[src/logic/filter_cfg_params.svh]
// Filter configuration loader parameters
`ifndef FILTER_CFG_PARAMS_SVH
`define FILTER_CFG_PARAMS_SVH

// ------------------------------
// Data word
// ------------------------------
`define FIELD_W             32
`define NUM_FIELDS          4
`define FILTER_OP_W         4

// ------------------------------
// Sequence window
// ------------------------------
`define SEQ_SLOTS           16
`define SEQ_BASE            32
`define OFFSET_W            16
`define SHIFT_W             4

// Buffer classes accepted as setup words
`define CLASS_W             4
`define CLASS_CU_SETUP      4'd3
`define CLASS_ENGINE_SETUP  4'd4

// ------------------------------
// FIFO sizing
// ------------------------------
`define RESP_FIFO_DEPTH     16
`define CFG_FIFO_DEPTH      4
`define CFG_PROG_THRESH     3

`endif
[src/logic/filter_cfg_pkg.sv]
// Filter configuration types
`default_nettype none

`include "filter_cfg_params.svh"

package filter_cfg_pkg;

    // ------------------------------
    // Filter configuration
    // ------------------------------

    typedef enum logic [`FILTER_OP_W-1:0] {
        FILTER_NOP,
        FILTER_GT,
        FILTER_LT,
        FILTER_EQ,
        FILTER_NE,
        FILTER_GE,
        FILTER_LE,
        FILTER_AND,
        FILTER_OR,
        FILTER_XOR,
        FILTER_NOT,
        FILTER_GT_TERN,
        FILTER_LT_TERN,
        FILTER_EQ_TERN,
        FILTER_NE_TERN,
        FILTER_PASS_ALL
    } filter_op_t;

    typedef struct packed {
        logic break_flag;
        logic break_pass;
        logic filter_post;
        logic filter_pass;
        logic continue_flag;
        logic ternary_flag;
        logic conditional_flag;
    } filter_flags_t;

    typedef struct packed {
        filter_op_t                           filter_op;
        logic [`NUM_FIELDS-1:0]               filter_mask;
        logic [`NUM_FIELDS-1:0]               const_mask;
        logic [`FIELD_W-1:0]                  const_value;
        logic [`NUM_FIELDS*`NUM_FIELDS-1:0]   ops_mask;
        filter_flags_t                        flags;
    } filter_cfg_t;

    typedef struct packed {
        logic        valid;
        filter_cfg_t cfg;
    } filter_cfg_out_t;

    // ------------------------------
    // FIFO and loader state
    // ------------------------------

    typedef struct packed {
        logic full;
        logic empty;
        logic prog_full;
    } fifo_status_t;

    typedef enum logic [1:0] {
        LOAD_IDLE,
        LOAD_COLLECT,
        LOAD_EMIT
    } load_state_t;

endpackage

`default_nettype wire

[src/logic/mem_resp_pkg.sv]
// Memory response word types
`default_nettype none

`include "filter_cfg_params.svh"

package mem_resp_pkg;

    // ------------------------------
    // Incoming response word
    // ------------------------------

    // Class, address offset, shift amount and one data field
    typedef struct packed {
        logic [`CLASS_W-1:0]  buf_class;
        logic [`OFFSET_W-1:0] offset;
        logic [`SHIFT_W-1:0]  shift;
        logic [`FIELD_W-1:0]  data;
    } mem_resp_payload_t;

    typedef struct packed {
        logic              valid;
        mem_resp_payload_t payload;
    } mem_resp_t;

    // ------------------------------
    // Accepted word
    // ------------------------------

    // Response FIFO entry, first marks the window base
    typedef struct packed {
        logic                first;
        logic [`FIELD_W-1:0] data;
    } cfg_word_t;

endpackage

`default_nettype wire

[src/logic/filter_cfg_loader.sv]
// Filter configuration loader top
`timescale 1ns/1ps
`default_nettype none

`include "filter_cfg_params.svh"

module filter_cfg_loader (
    input  logic                             ap_clk,
    input  logic                             arst_n,
    input  mem_resp_pkg::mem_resp_t          resp_in,
    input  logic                             run,
    input  logic                             cfg_rd_en,
    output filter_cfg_pkg::filter_cfg_out_t  cfg_out,
    output filter_cfg_pkg::fifo_status_t     resp_status,
    output filter_cfg_pkg::fifo_status_t     cfg_status
);

    import mem_resp_pkg::*;
    import filter_cfg_pkg::*;

    localparam int pos_w = $clog2(`SEQ_SLOTS);

    // ------------------------------
    // Response path
    // ------------------------------
    cfg_word_t        acc_word;
    logic             acc_wr_en;
    cfg_word_t        resp_dout;
    logic             resp_valid;
    logic             resp_pop;
    logic [pos_w-1:0] word_pos;
    logic             last_word;

    // ------------------------------
    // Configuration path
    // ------------------------------
    filter_cfg_t      cfg_reg;
    logic             cfg_wr_en;
    logic             cfg_pop;
    filter_cfg_t      cfg_dout;
    logic             cfg_valid;
    logic             out_valid;
    filter_cfg_t      out_cfg;

    resp_accept i_resp_accept (
        .ap_clk (ap_clk),
        .arst_n (arst_n),
        .resp_in(resp_in),
        .wr_en  (acc_wr_en),
        .word   (acc_word)
    );

    sync_fifo #(
        .payload_t  (cfg_word_t),
        .depth      (`RESP_FIFO_DEPTH),
        .prog_thresh(`RESP_FIFO_DEPTH)
    ) i_resp_fifo (
        .ap_clk(ap_clk),
        .arst_n(arst_n),
        .wr_en (acc_wr_en),
        .din   (acc_word),
        .rd_en (resp_pop),
        .dout  (resp_dout),
        .valid (resp_valid),
        .status(resp_status)
    );

    cfg_word_counter i_cfg_word_counter (
        .ap_clk    (ap_clk),
        .arst_n    (arst_n),
        .word_valid(resp_valid),
        .first     (resp_dout.first),
        .position  (word_pos),
        .last      (last_word)
    );

    cfg_load_fsm i_cfg_load_fsm (
        .ap_clk       (ap_clk),
        .arst_n       (arst_n),
        .run          (run),
        .resp_empty   (resp_status.empty),
        .cfg_prog_full(cfg_status.prog_full),
        .last         (last_word),
        .pop          (resp_pop),
        .cfg_wr_en    (cfg_wr_en)
    );

    cfg_field_decode i_cfg_field_decode (
        .ap_clk    (ap_clk),
        .arst_n    (arst_n),
        .word_valid(resp_valid),
        .position  (word_pos),
        .data      (resp_dout.data),
        .cfg       (cfg_reg)
    );

    // Read strobes on an empty FIFO are ignored
    assign cfg_pop = cfg_rd_en && !cfg_status.empty;

    sync_fifo #(
        .payload_t  (filter_cfg_t),
        .depth      (`CFG_FIFO_DEPTH),
        .prog_thresh(`CFG_PROG_THRESH)
    ) i_cfg_fifo (
        .ap_clk(ap_clk),
        .arst_n(arst_n),
        .wr_en (cfg_wr_en),
        .din   (cfg_reg),
        .rd_en (cfg_pop),
        .dout  (cfg_dout),
        .valid (cfg_valid),
        .status(cfg_status)
    );

    // ------------------------------
    // Output register
    // ------------------------------
    always_ff @(posedge ap_clk or negedge arst_n) begin
        if (!arst_n) begin
            out_valid <= 1'b0;
        end else begin
            out_valid <= cfg_valid;
        end
    end

    always_ff @(posedge ap_clk) begin
        out_cfg <= cfg_dout;
    end

    assign cfg_out = '{valid: out_valid, cfg: out_cfg};

endmodule

`default_nettype wire

[src/logic/cfg_field_decode.sv]
// Configuration field decoder
`timescale 1ns/1ps
`default_nettype none

`include "filter_cfg_params.svh"

module cfg_field_decode (
    input  logic                          ap_clk,
    input  logic                          arst_n,
    input  logic                          word_valid,
    input  logic [$clog2(`SEQ_SLOTS)-1:0] position,
    input  logic [`FIELD_W-1:0]           data,
    output filter_cfg_pkg::filter_cfg_t   cfg
);

    import filter_cfg_pkg::*;

    // ------------------------------
    // Field register
    // ------------------------------
    // Words 6 and up are counted but carry nothing for this engine
    always_ff @(posedge ap_clk or negedge arst_n) begin
        if (!arst_n) begin
            cfg <= '0;
        end else if (word_valid) begin
            case (position)
                0: begin
                    cfg.filter_op <= filter_op_t'(data[`FILTER_OP_W-1:0]);
                end
                1: begin
                    cfg.filter_mask <= data[`NUM_FIELDS-1:0];
                end
                2: begin
                    cfg.const_mask <= data[`NUM_FIELDS-1:0];
                end
                3: begin
                    cfg.const_value <= data;
                end
                4: begin
                    cfg.ops_mask <= data[`NUM_FIELDS*`NUM_FIELDS-1:0];
                end
                // Flag word, one bit each
                5: begin
                    cfg.flags.break_flag       <= data[0];
                    cfg.flags.break_pass       <= data[1];
                    cfg.flags.filter_post      <= data[2];
                    cfg.flags.filter_pass      <= data[3];
                    cfg.flags.continue_flag    <= data[4];
                    cfg.flags.ternary_flag     <= data[5];
                    cfg.flags.conditional_flag <= data[6];
                end
                default: begin
                    cfg <= cfg;
                end
            endcase
        end
    end

endmodule

`default_nettype wire

[src/logic/cfg_load_fsm.sv]
// Configuration loader FSM
`timescale 1ns/1ps
`default_nettype none

module cfg_load_fsm (
    input  logic ap_clk,
    input  logic arst_n,
    input  logic run,
    input  logic resp_empty,
    input  logic cfg_prog_full,
    input  logic last,
    output logic pop,
    output logic cfg_wr_en
);

    import filter_cfg_pkg::*;

    load_state_t state;
    load_state_t state_nxt;

    // ------------------------------
    // Pop gating
    // ------------------------------
    // One word in flight at a time, so last is known before the next pop
    // and no new word reaches the decoder before the emit write
    assign pop = (state == LOAD_IDLE) && !last && !resp_empty && run && !cfg_prog_full;

    // Single write of the finished configuration
    assign cfg_wr_en = (state == LOAD_EMIT);

    // ------------------------------
    // State transitions
    // ------------------------------
    always_comb begin
        state_nxt = state;
        case (state)
            LOAD_IDLE: begin
                if (last) begin
                    state_nxt = LOAD_EMIT;
                end else if (pop) begin
                    state_nxt = LOAD_COLLECT;
                end
            end
            // Popped word is on its way to the counter
            LOAD_COLLECT: begin
                state_nxt = LOAD_IDLE;
            end
            LOAD_EMIT: begin
                state_nxt = LOAD_IDLE;
            end
            default: begin
                state_nxt = LOAD_IDLE;
            end
        endcase
    end

    always_ff @(posedge ap_clk or negedge arst_n) begin
        if (!arst_n) begin
            state <= LOAD_IDLE;
        end else begin
            state <= state_nxt;
        end
    end

endmodule

`default_nettype wire

[src/logic/cfg_word_counter.sv]
// Configuration word position counter
`timescale 1ns/1ps
`default_nettype none

`include "filter_cfg_params.svh"

module cfg_word_counter (
    input  logic                          ap_clk,
    input  logic                          arst_n,
    input  logic                          word_valid,
    input  logic                          first,
    output logic [$clog2(`SEQ_SLOTS)-1:0] position,
    output logic                          last
);

    localparam int pos_w = $clog2(`SEQ_SLOTS);

    // Position of the previous word
    logic [pos_w-1:0] pos_q;

    // Slot of the word now at the FIFO output
    assign position = first ? '0 : pos_q + 1'b1;

    always_ff @(posedge ap_clk or negedge arst_n) begin
        if (!arst_n) begin
            // All ones so an unflagged word after reset lands on slot 0
            pos_q <= '1;
            last  <= 1'b0;
        end else begin
            last <= word_valid && (position == pos_w'(`SEQ_SLOTS - 1));
            if (word_valid) begin
                pos_q <= position;
            end
        end
    end

endmodule

`default_nettype wire

[src/logic/resp_accept.sv]
// Response word acceptance filter
`timescale 1ns/1ps
`default_nettype none

`include "filter_cfg_params.svh"

module resp_accept (
    input  logic                   ap_clk,
    input  logic                   arst_n,
    input  mem_resp_pkg::mem_resp_t resp_in,
    output logic                   wr_en,
    output mem_resp_pkg::cfg_word_t word
);

    import mem_resp_pkg::*;

    logic                 resp_valid_q;
    mem_resp_payload_t    resp_q;
    logic [`OFFSET_W-1:0] seq;
    logic                 class_ok;
    logic                 window_ok;

    // Input register
    always_ff @(posedge ap_clk or negedge arst_n) begin
        if (!arst_n) begin
            resp_valid_q <= 1'b0;
        end else begin
            resp_valid_q <= resp_in.valid;
        end
    end

    always_ff @(posedge ap_clk) begin
        resp_q <= resp_in.payload;
    end

    // Sequence number of the registered word
    assign seq = resp_q.offset >> resp_q.shift;

    assign class_ok  = (resp_q.buf_class == `CLASS_CU_SETUP) ||
                       (resp_q.buf_class == `CLASS_ENGINE_SETUP);
    assign window_ok = (seq >= `SEQ_BASE) && (seq < `SEQ_BASE + `SEQ_SLOTS);

    assign wr_en = resp_valid_q && class_ok && window_ok;

    always_comb begin
        word.first = (seq == `SEQ_BASE);
        word.data  = resp_q.data;
    end

endmodule

`default_nettype wire

[src/logic/sync_fifo.sv]
// Synchronous FIFO
`timescale 1ns/1ps
`default_nettype none

module sync_fifo #(
    parameter type payload_t   = logic,
    parameter int  depth       = 16,
    parameter int  prog_thresh = 8
) (
    input  logic                        ap_clk,
    input  logic                        arst_n,
    input  logic                        wr_en,
    input  payload_t                    din,
    input  logic                        rd_en,
    output payload_t                    dout,
    output logic                        valid,
    output filter_cfg_pkg::fifo_status_t status
);

    localparam int ptr_w = (depth > 1) ? $clog2(depth) : 1;
    localparam int cnt_w = $clog2(depth + 1);

    payload_t         mem [depth];
    logic [ptr_w-1:0] wr_ptr;
    logic [ptr_w-1:0] rd_ptr;
    logic [cnt_w-1:0] count;
    logic             do_wr;
    logic             do_rd;

    // Wraps at depth, so depth need not be a power of two
    function automatic logic [ptr_w-1:0] next_ptr(input logic [ptr_w-1:0] ptr);
        if (ptr == ptr_w'(depth - 1)) begin
            return '0;
        end
        return ptr + 1'b1;
    endfunction

    // Writes into a full FIFO are dropped
    assign do_wr = wr_en && !status.full;
    assign do_rd = rd_en && !status.empty;

    always_comb begin
        status.full      = (count == cnt_w'(depth));
        status.empty     = (count == '0);
        status.prog_full = (count >= cnt_w'(prog_thresh));
    end

    // ------------------------------
    // Storage
    // ------------------------------
    always_ff @(posedge ap_clk) begin
        if (do_wr) begin
            mem[wr_ptr] <= din;
        end
    end

    always_ff @(posedge ap_clk) begin
        if (do_rd) begin
            dout <= mem[rd_ptr];
        end
    end

    // ------------------------------
    // Pointers and fill count
    // ------------------------------
    always_ff @(posedge ap_clk or negedge arst_n) begin
        if (!arst_n) begin
            wr_ptr <= '0;
            rd_ptr <= '0;
            count  <= '0;
            valid  <= 1'b0;
        end else begin
            valid <= do_rd;
            if (do_wr) begin
                wr_ptr <= next_ptr(wr_ptr);
            end
            if (do_rd) begin
                rd_ptr <= next_ptr(rd_ptr);
            end
            case ({do_wr, do_rd})
                2'b10: count <= count + 1'b1;
                2'b01: count <= count - 1'b1;
                default: count <= count;
            endcase
        end
    end

endmodule

`default_nettype wire

[config.mk]
export PLATFORM = sky130hd
export DESIGN_NAME = filter_cfg_loader
export DESIGN_NICKNAME = d
export VERILOG_FILES = /design/src/logic/filter_cfg_pkg.sv /design/src/logic/mem_resp_pkg.sv /design/src/logic/filter_cfg_loader.sv /design/src/logic/cfg_field_decode.sv /design/src/logic/cfg_load_fsm.sv /design/src/logic/cfg_word_counter.sv /design/src/logic/resp_accept.sv /design/src/logic/sync_fifo.sv
export VERILOG_INCLUDE_DIRS = /design/src /design/src/logic
export SDC_FILE = /design/constraint.sdc
export NUM_CORES = 1
export LEC_CHECK = 0
export ABC_AREA = 1
export BUFFER_PORTS_ARGS = -buffer_cell sky130_fd_sc_hd__buf_2
export CAP_MARGIN = 40
export CELL_PAD_IN_SITES_DETAIL_PLACEMENT = 0
export CELL_PAD_IN_SITES_GLOBAL_PLACEMENT = 1
export CORE_MARGIN = 1
export CORE_UTILIZATION = 46
export CTS_BUF_LIST = sky130_fd_sc_hd__clkbuf_4 sky130_fd_sc_hd__clkbuf_8
export DETAILED_ROUTE_END_ITERATION = 16
export PLACE_DENSITY_LB_ADDON = 0.1
export SYNTH_ARGS = -nofsm -noshare
export SYNTH_HDL_FRONTEND = slang
export SYNTH_SLANG_ARGS = --single-unit
[constraint.sdc]
create_clock -name ap_clk -period 5.35 [get_ports ap_clk]
set_input_delay 1.3375 -clock ap_clk [delete_from_list [all_inputs] [get_ports ap_clk]]
set_output_delay 1.3375 -clock ap_clk [all_outputs]
set_load 0.03 [all_outputs]
### Word-level counts from Yosys, hierarchy flattened

Memory sizes are Yosys's and may differ from the RTL's. A register that Yosys moved wholly into a read port is not among the register bits.
Cells that the tools add are included.

| operators by class | value |
|---|---|
| add/sub/neg operators | 9 |
| equal/unequal tests | 21 |
| reductions and logical operators | 32 |
| shift operators | 1 |
| mux-type cells | 26 |
| order comparisons | 4 |

Operators with widths:

| kind | number |
|---|---|
| 4-bit two-way mux | 5 |
| 16-bit by 6-bit == test with 1-bit output (second input constant) | 1 |
| 16-bit by 6-bit greater-or-equal comparator with 1-bit output (second input constant) | 1 |
| 16-bit by 6-bit less-than comparator with 1-bit output (second input constant) | 1 |
| 16-bit by 4-bit right shift with 16-bit output | 1 |
| 2-bit two-way mux | 7 |
| 1-bit logical AND | 13 |
| 4-bit by 1-bit adder with 4-bit output (second input constant) | 3 |
| 4-bit by 2-bit == test with 1-bit output (second input constant) | 3 |
| 4-bit by 3-bit == test with 1-bit output (second input constant) | 3 |
| 4-bit == test (second input constant) | 3 |
| 1-bit two-way mux | 12 |
| 2-bit AND reduction | 6 |
| 2-bit == test (second input constant) | 5 |
| 5-bit one-hot mux with 2 select lines | 1 |
| 1-bit zero test | 6 |
| 3-bit one-hot mux with 2 select lines | 1 |
| 5-bit by 1-bit adder with 5-bit output (second input constant) | 1 |
| 5-bit == test (second input constant) | 1 |
| 5-bit greater-or-equal comparator (second input constant) | 1 |
| 5-bit zero test | 1 |
| 5-bit by 1-bit subtractor with 5-bit output (second input constant) | 1 |
| 2-bit by 1-bit adder with 2-bit output (second input constant) | 2 |
| 2-bit by 1-bit == test with 1-bit output (second input constant) | 2 |
| other kinds (11) | 12 |

| word-level totals | value |
|---|---|
| bits in registers | 221 |
| output and inout port bits | 74 |
| memories kept | 2 |
| logic and storage cells | 136 |
| memory bits (writable) | 796 |

Memory list:

| memory | depth | width | rd ports | clocked after memory_dff | write ports | RTL line | RTL |
|---|---|---|---|---|---|---|---|
| i_resp_fifo.mem | 16 | 33 | 1 | 1 | 1 | sync_fifo.sv:23 | `payload_t mem [depth];` |
| i_cfg_fifo.mem | 4 | 67 | 1 | 1 | 1 | sync_fifo.sv:23 |  |

### Logic depth before layout (Yosys ltp)

| depth | value |
|---|---|
| word-level depth | 8 |
| gate-level depth with buffers | 20 |

### Hierarchy

A second synthesis with hierarchy kept.

| second synthesis, totals | value |
|---|---|
| cell total of the unflattened synthesis | 4010 |
| area total of the unflattened synthesis | 44803.0 µm² |

Modules (own cells, without submodules):

| module | times used | cells each | area each (µm²) | seq. area each (µm²) |
|---|---|---|---|---|
| sync_fifo (i_resp_fifo) | 1 | 2418 | 24946.4 | 17196.5 |
| sync_fifo (i_cfg_fifo) | 1 | 912 | 13196.4 | 10259.8 |
| cfg_field_decode | 1 | 314 | 2785.2 | 1676.6 |
| resp_accept | 1 | 249 | 2130.8 | 1146.1 |
| filter_cfg_loader | 1 | 71 | 1383.8 | 1366.3 |
| cfg_word_counter | 1 | 33 | 264.0 | 130.1 |
| cfg_load_fsm | 1 | 13 | 96.3 | 50.0 |

### Worst setup path before layout

Ideal clock, no wire load.

| timing | value |
|---|---|
| path kind | input port to flip-flop |
| start point | in cfg_rd_en |
| end point | reg i_cfg_fifo.count[2] |
| slack | -0.454 ns |
| stages on the path | 8 |
| path buffers | 0 |
| data arrival time | 5.673 ns |
| cells stage by stage | inv_1 nor2_1 ha_1 inv_1 fa_1 a21oi_1 o21ai_0 xor2_1 |

| on the way | value |
|---|---|
| word-level cells in the longest chain between the ends | 4 |

RTL lines:

| item | RTL line | RTL |
|---|---|---|
| start, declared | filter_cfg_loader.sv:12 | `input logic cfg_rd_en,` |
| 1-bit logical AND * | filter_cfg_loader.sv:98 | `assign cfg_pop = cfg_rd_en && !cfg_status.empty;` |
| 1-bit logical AND * | sync_fifo.sv:40 | `assign do_rd = rd_en && !status.empty;` |
| net i_cfg_fifo.do_rd | sync_fifo.sv:28 | `logic do_rd;` |
| 2-bit by 1-bit == test with 1-bit output / 2-bit == test (equally long branches) | sync_fifo.sv:80 | `case ({do_wr, do_rd})` |
| 3-bit one-hot mux with 2 select lines / 2-bit nonzero test (equally long branches) | -- |  |
| end signal, assigned | sync_fifo.sv:81 | `2'b10: count <= count + 1'b1;` |
| end signal, assigned | sync_fifo.sv:82 | `2'b01: count <= count - 1'b1;` |
| end signal, assigned | sync_fifo.sv:83 | `default: count <= count;` |
| end, declared | sync_fifo.sv:26 | `logic [cnt_w-1:0] count;` |

Mark *: on every way through the listed nets, which the timed path passes. The rest lies on a longest branch.
A chain may end at the register's enable or synchronous reset.

### Worst setup path after layout

| timing | value |
|---|---|
| start point | reg i_resp_accept.resp_q[32] (netlist name) |
| end point | reg i_resp_fifo.count[4] |

| on the way | value |
|---|---|
| word-level cells in the longest chain between the ends | 7 |

RTL lines:

| item | RTL line | RTL |
|---|---|---|
| start, declared | resp_accept.sv:18 | `mem_resp_payload_t resp_q;` |
| start signal, assigned | resp_accept.sv:33 | `resp_q <= resp_in.payload;` |
| 16-bit by 4-bit right shift with 16-bit output * | resp_accept.sv:37 | `assign seq = resp_q.offset >> resp_q.shift;` |
| 16-bit by 6-bit greater-or-equal comparator with 1-bit output (no source line) / 16-bit by 6-bit less-than comparator with 1-bit output (equally long branches) | -- |  |
| 1-bit logical AND * | resp_accept.sv:41 | `` assign window_ok = (seq >= `SEQ_BASE) && (seq < `SEQ_BASE + `SEQ_SLOTS); `` |
| 1-bit logical AND * | resp_accept.sv:43 | `assign wr_en = resp_valid_q && class_ok && window_ok;` |
| 1-bit logical AND * | sync_fifo.sv:39 | `assign do_wr = wr_en && !status.full;` |
| 2-bit by 1-bit == test with 1-bit output / 2-bit == test (equally long branches) | sync_fifo.sv:80 |  |
| 5-bit one-hot mux with 2 select lines / 2-bit nonzero test (equally long branches) | -- |  |
| end signal, assigned | sync_fifo.sv:81 |  |
| end signal, assigned | sync_fifo.sv:82 |  |
| end signal, assigned | sync_fifo.sv:83 |  |
| end, declared | sync_fifo.sv:26 |  |

Every way passes the cells marked *; elsewhere a longest branch is shown, timed or not.

==> results.md <==
* Outcome: completed
* Setup total negative slack at 0 ps
* Layout cells sized above 1 at 0.1742
* CTS tree: built
* RePlAce Congestion at roughly 0.76
* Post-synthesis cell area at approximately 40000 µm²
* Largest net degree at the start of global routing at 124
* Type of the most critical hold path: reg -> reg
* Area grow syn2layout at 14.72%
* Most common cell after layout, fill and taps aside: edfxtp_1
* Worst-Margin Slew at around 850 ps
* Chip Width at approximately 300 µm
* Fin nets at between 3000 and 4000
* Int Power at between 15 and 20 mW
* Most frequent cells in the layout: 896 x edfxtp_1, 442 x nor2_1, 346 x o21ai_0
* Slowest stage delay, CP at approximately 770 ps
* DRT Pass-1 Iters at 5
* Total gr overflow at 0
* Initial core utilization at 0.4653
* Reg clk slew, reported paths at 60 ps
* Height of the chip at 298.7 µm
* CTS sink cnt at approximately 1100
* Pleak at roughly 17 nW
* Antenna-violating nets left at 0
* CTS Hold Bufs at 0
* Vias in the first global route at between 20000 and 25000
* Seq pwr share at 0.463
* Die ar. at a little under 90000 µm²
* I/O pins at around 140
* H-tree depth at 4
* Initial antenna violation count at 4
* Peak VDD IR at 421.5 µV
* Yosys warns at 0
* Slew margin rel. at 0.4315
* Final setup violation count at 0
* CP delay by family, top: simple AND/OR/NAND/NOR gates
* CP required at just over 6000 ps
* Overall Global Routing Usage at 0.2089
* Setup Skew at roughly 22 ps
* Core Footprint at just under 90000 µm²
* # Post-CTS Setup Buffers at 0
* Via density at roughly 5.3
* Port Buffer Count at 134
* Worst-Skew Late Latency at 830 ps
* Comb power frac at 0.232
* Crit start category: flop
* Ys async rst share at 0.08774
* Clk buf depth at 3
* Root Buffer: clkbuf_8
* Fin. max-slew vios at 0
* Share of total power in the clock network at 0.304
* Yosys reg bits at around 1100
* Syn Nets at between 2000 and 3000
* RSZ-0062 raised after global routing: false
* Reg with most FFs: i_resp_fifo.mem
* Register area share after synthesis at 0.7859
* Pwr Density at 525.0 nW/µm²
* Number of flip-flops in the largest register at 528
* Critical path type: reg -> reg
* Fillcell total at around 7300
* Most common flop cell mapped by yosys: edfxtp_1
* Switch Pwr at 7.916 mW
* Worst Setup End Kind: flop
* Detailed-route via count at 23271
* Unique masters post-synth at 43
* Setup slack, reg-to-reg at about 1700 ps
* CP Buf/Inv Count at 3
* WP data arrival at around 4300 ps
* CP cell instances: inv_2 > nand2_1 > nand2_1 > inv_1 > nand3_1 > nand2_1 > nand2_1 > nand2_1 > nand2_2 > a21oi_4 > nand2_4 > ha_1 > fa_1 > a21oi_1 > nor2_1 > nor2_1 > inv_1 > a21oi_1 > o21ai_0 > xor2_1
* F_max at 277.0 MHz
* Crit path time final at 3610 ps
* Drt total wl at ~90 mm
* Slowest CP cell: dfxtp_1
* Mapped Cells at between 2000 and 3000
* Top Registers: i_resp_fifo.mem x528, i_cfg_fifo.mem x268
* CP dominant cell by count: nand2_1
* Global-route wire length before repair at between 100 and 150 mm
* # resized after CTS at 0
* Wire per inst at around 21 µm
* Crit-path max FO at 20
* DRC errors left at 0
* Total power at approximately 24 mW
* Sw frac at 0.3246
* Final Hold Viols at 0
* Post-detail-place hpwl at between 50 and 60 mm
* DR iter-0 viols at between 1500 and 2000
* CTS Buf Count at ~180
* Post-Syn Area per Cell at around 14 µm²
* Fin util at 0.5338
* Final period util at 0.6747
* Row count at between 100 and 150
* Maxcap violations at 0
* Post-synth EDFFs at ~900
==> layer usage <==
metal  routed length (µm)  vias up  track usage
met5                    0        -            0
met4                 1841        0      0.06414
met3                 4630      148      0.04384
met2                45640      570       0.3526
met1                39370    11646       0.2716
li1                     -    10907            -
==> power groups by stage <==
stage	logic (mW)	registers [mW]	clock network (mW)
after floorplan	3.44	11.6	0
after global placement	5.48	11.5	0
after detailed placement	5.73	11.5	0
after CTS	5.74	11.3	7.63
after global routing	6.28	11.4	8.01
final	5.67	11.3	7.42
==> synth_stat cells (11+ instances only) <==
cell / number / area share
o32ai_1: 77 / 0.017
ha_1: 16 / 0.0049
o21ai_1: 11 / 0.0014
dfrtp_1: 94 / 0.058
edfxtp_1: 896 / 0.66
mux2i_1: 55 / 0.014
inv_1: 88 / 0.0082
o221ai_1: 55 / 0.012
nand3_1: 76 / 0.0094
dfxtp_1: 123 / 0.061
buf_2: 23 / 0.0028
o211ai_1: 11 / 0.0020
a21oi_1: 11 / 0.0014
nor2_1: 463 / 0.043
o21ai_0: 346 / 0.043
o22ai_1: 67 / 0.010
nand2_1: 228 / 0.021
clkbuf_1: 122 / 0.011
==> final cells by class <==
type | count | area, µm² | area share
Timing Repair Buffer | 190 | 1256 | 0.02704
Inverter | 95 | 367.9 | 0.007918
Antenna cell | 3 | 7.507 | 0.0001616
Clock inverter | 60 | 330.3 | 0.007110
Sequential cell | 1117 | 31840 | 0.6854
Tap cell | 1155 | 1445 | 0.03111
Multi-Input combinational cell | 1461 | 7775 | 0.1674
Clock buffer | 280 | 3435 | 0.07393
==> worst paths after layout <==
kind	start	to	cells after the start
min	i_cfg_fifo.dout[59]	cfg_out[59]	0
min reg2reg	i_cfg_fifo.dout[59]	cfg_out[59]	0
max	i_resp_accept.resp_q[32]	i_resp_fifo.count[4]	20
max in group asynchronous	arst_n	i_cfg_fifo.rd_ptr[0]	2
max reg2reg	i_resp_accept.resp_q[32]	i_resp_fifo.count[4]	20
min in group asynchronous	arst_n	i_cfg_field_decode.cfg[50]	1
==> kinds of logic (layout without fill, tap and decap cells) <==
| logic type | after synthesis | after routing | synth area share |
|---|---|---|---|
| adder cells (fa/ha/maj) | 18 | 18 | 0.005933 |
| other | 0 | 3 | 0 |
| flip-flops | 1117 | 1117 | 0.7859 |
| XOR/XNOR | 7 | 7 | 0.001514 |
| multiplexers | 55 | 55 | 0.01360 |
| buffers and inverters | 256 | 625 | 0.02595 |
| AO/OA/AOI/OAI | 585 | 585 | 0.08800 |
| AND/OR/NAND/NOR | 796 | 796 | 0.07907 |
==> per-stage QoR <==
step           cells  worst slack, ps  hold slack (ps)  area, µm²
2_1_floorplan   2834            783.0            323.3      40500
3_3_place_gp    4009             1626            325.1      42490
3_5_place_dp    4018             1683            326.9      42680
4_1_cts         4358             1732            335.7      46450
5_1_grt         4359             1380            345.0      46450
6_report        4361             1740            336.2      46460
Power figures use the tool's default switching activity.
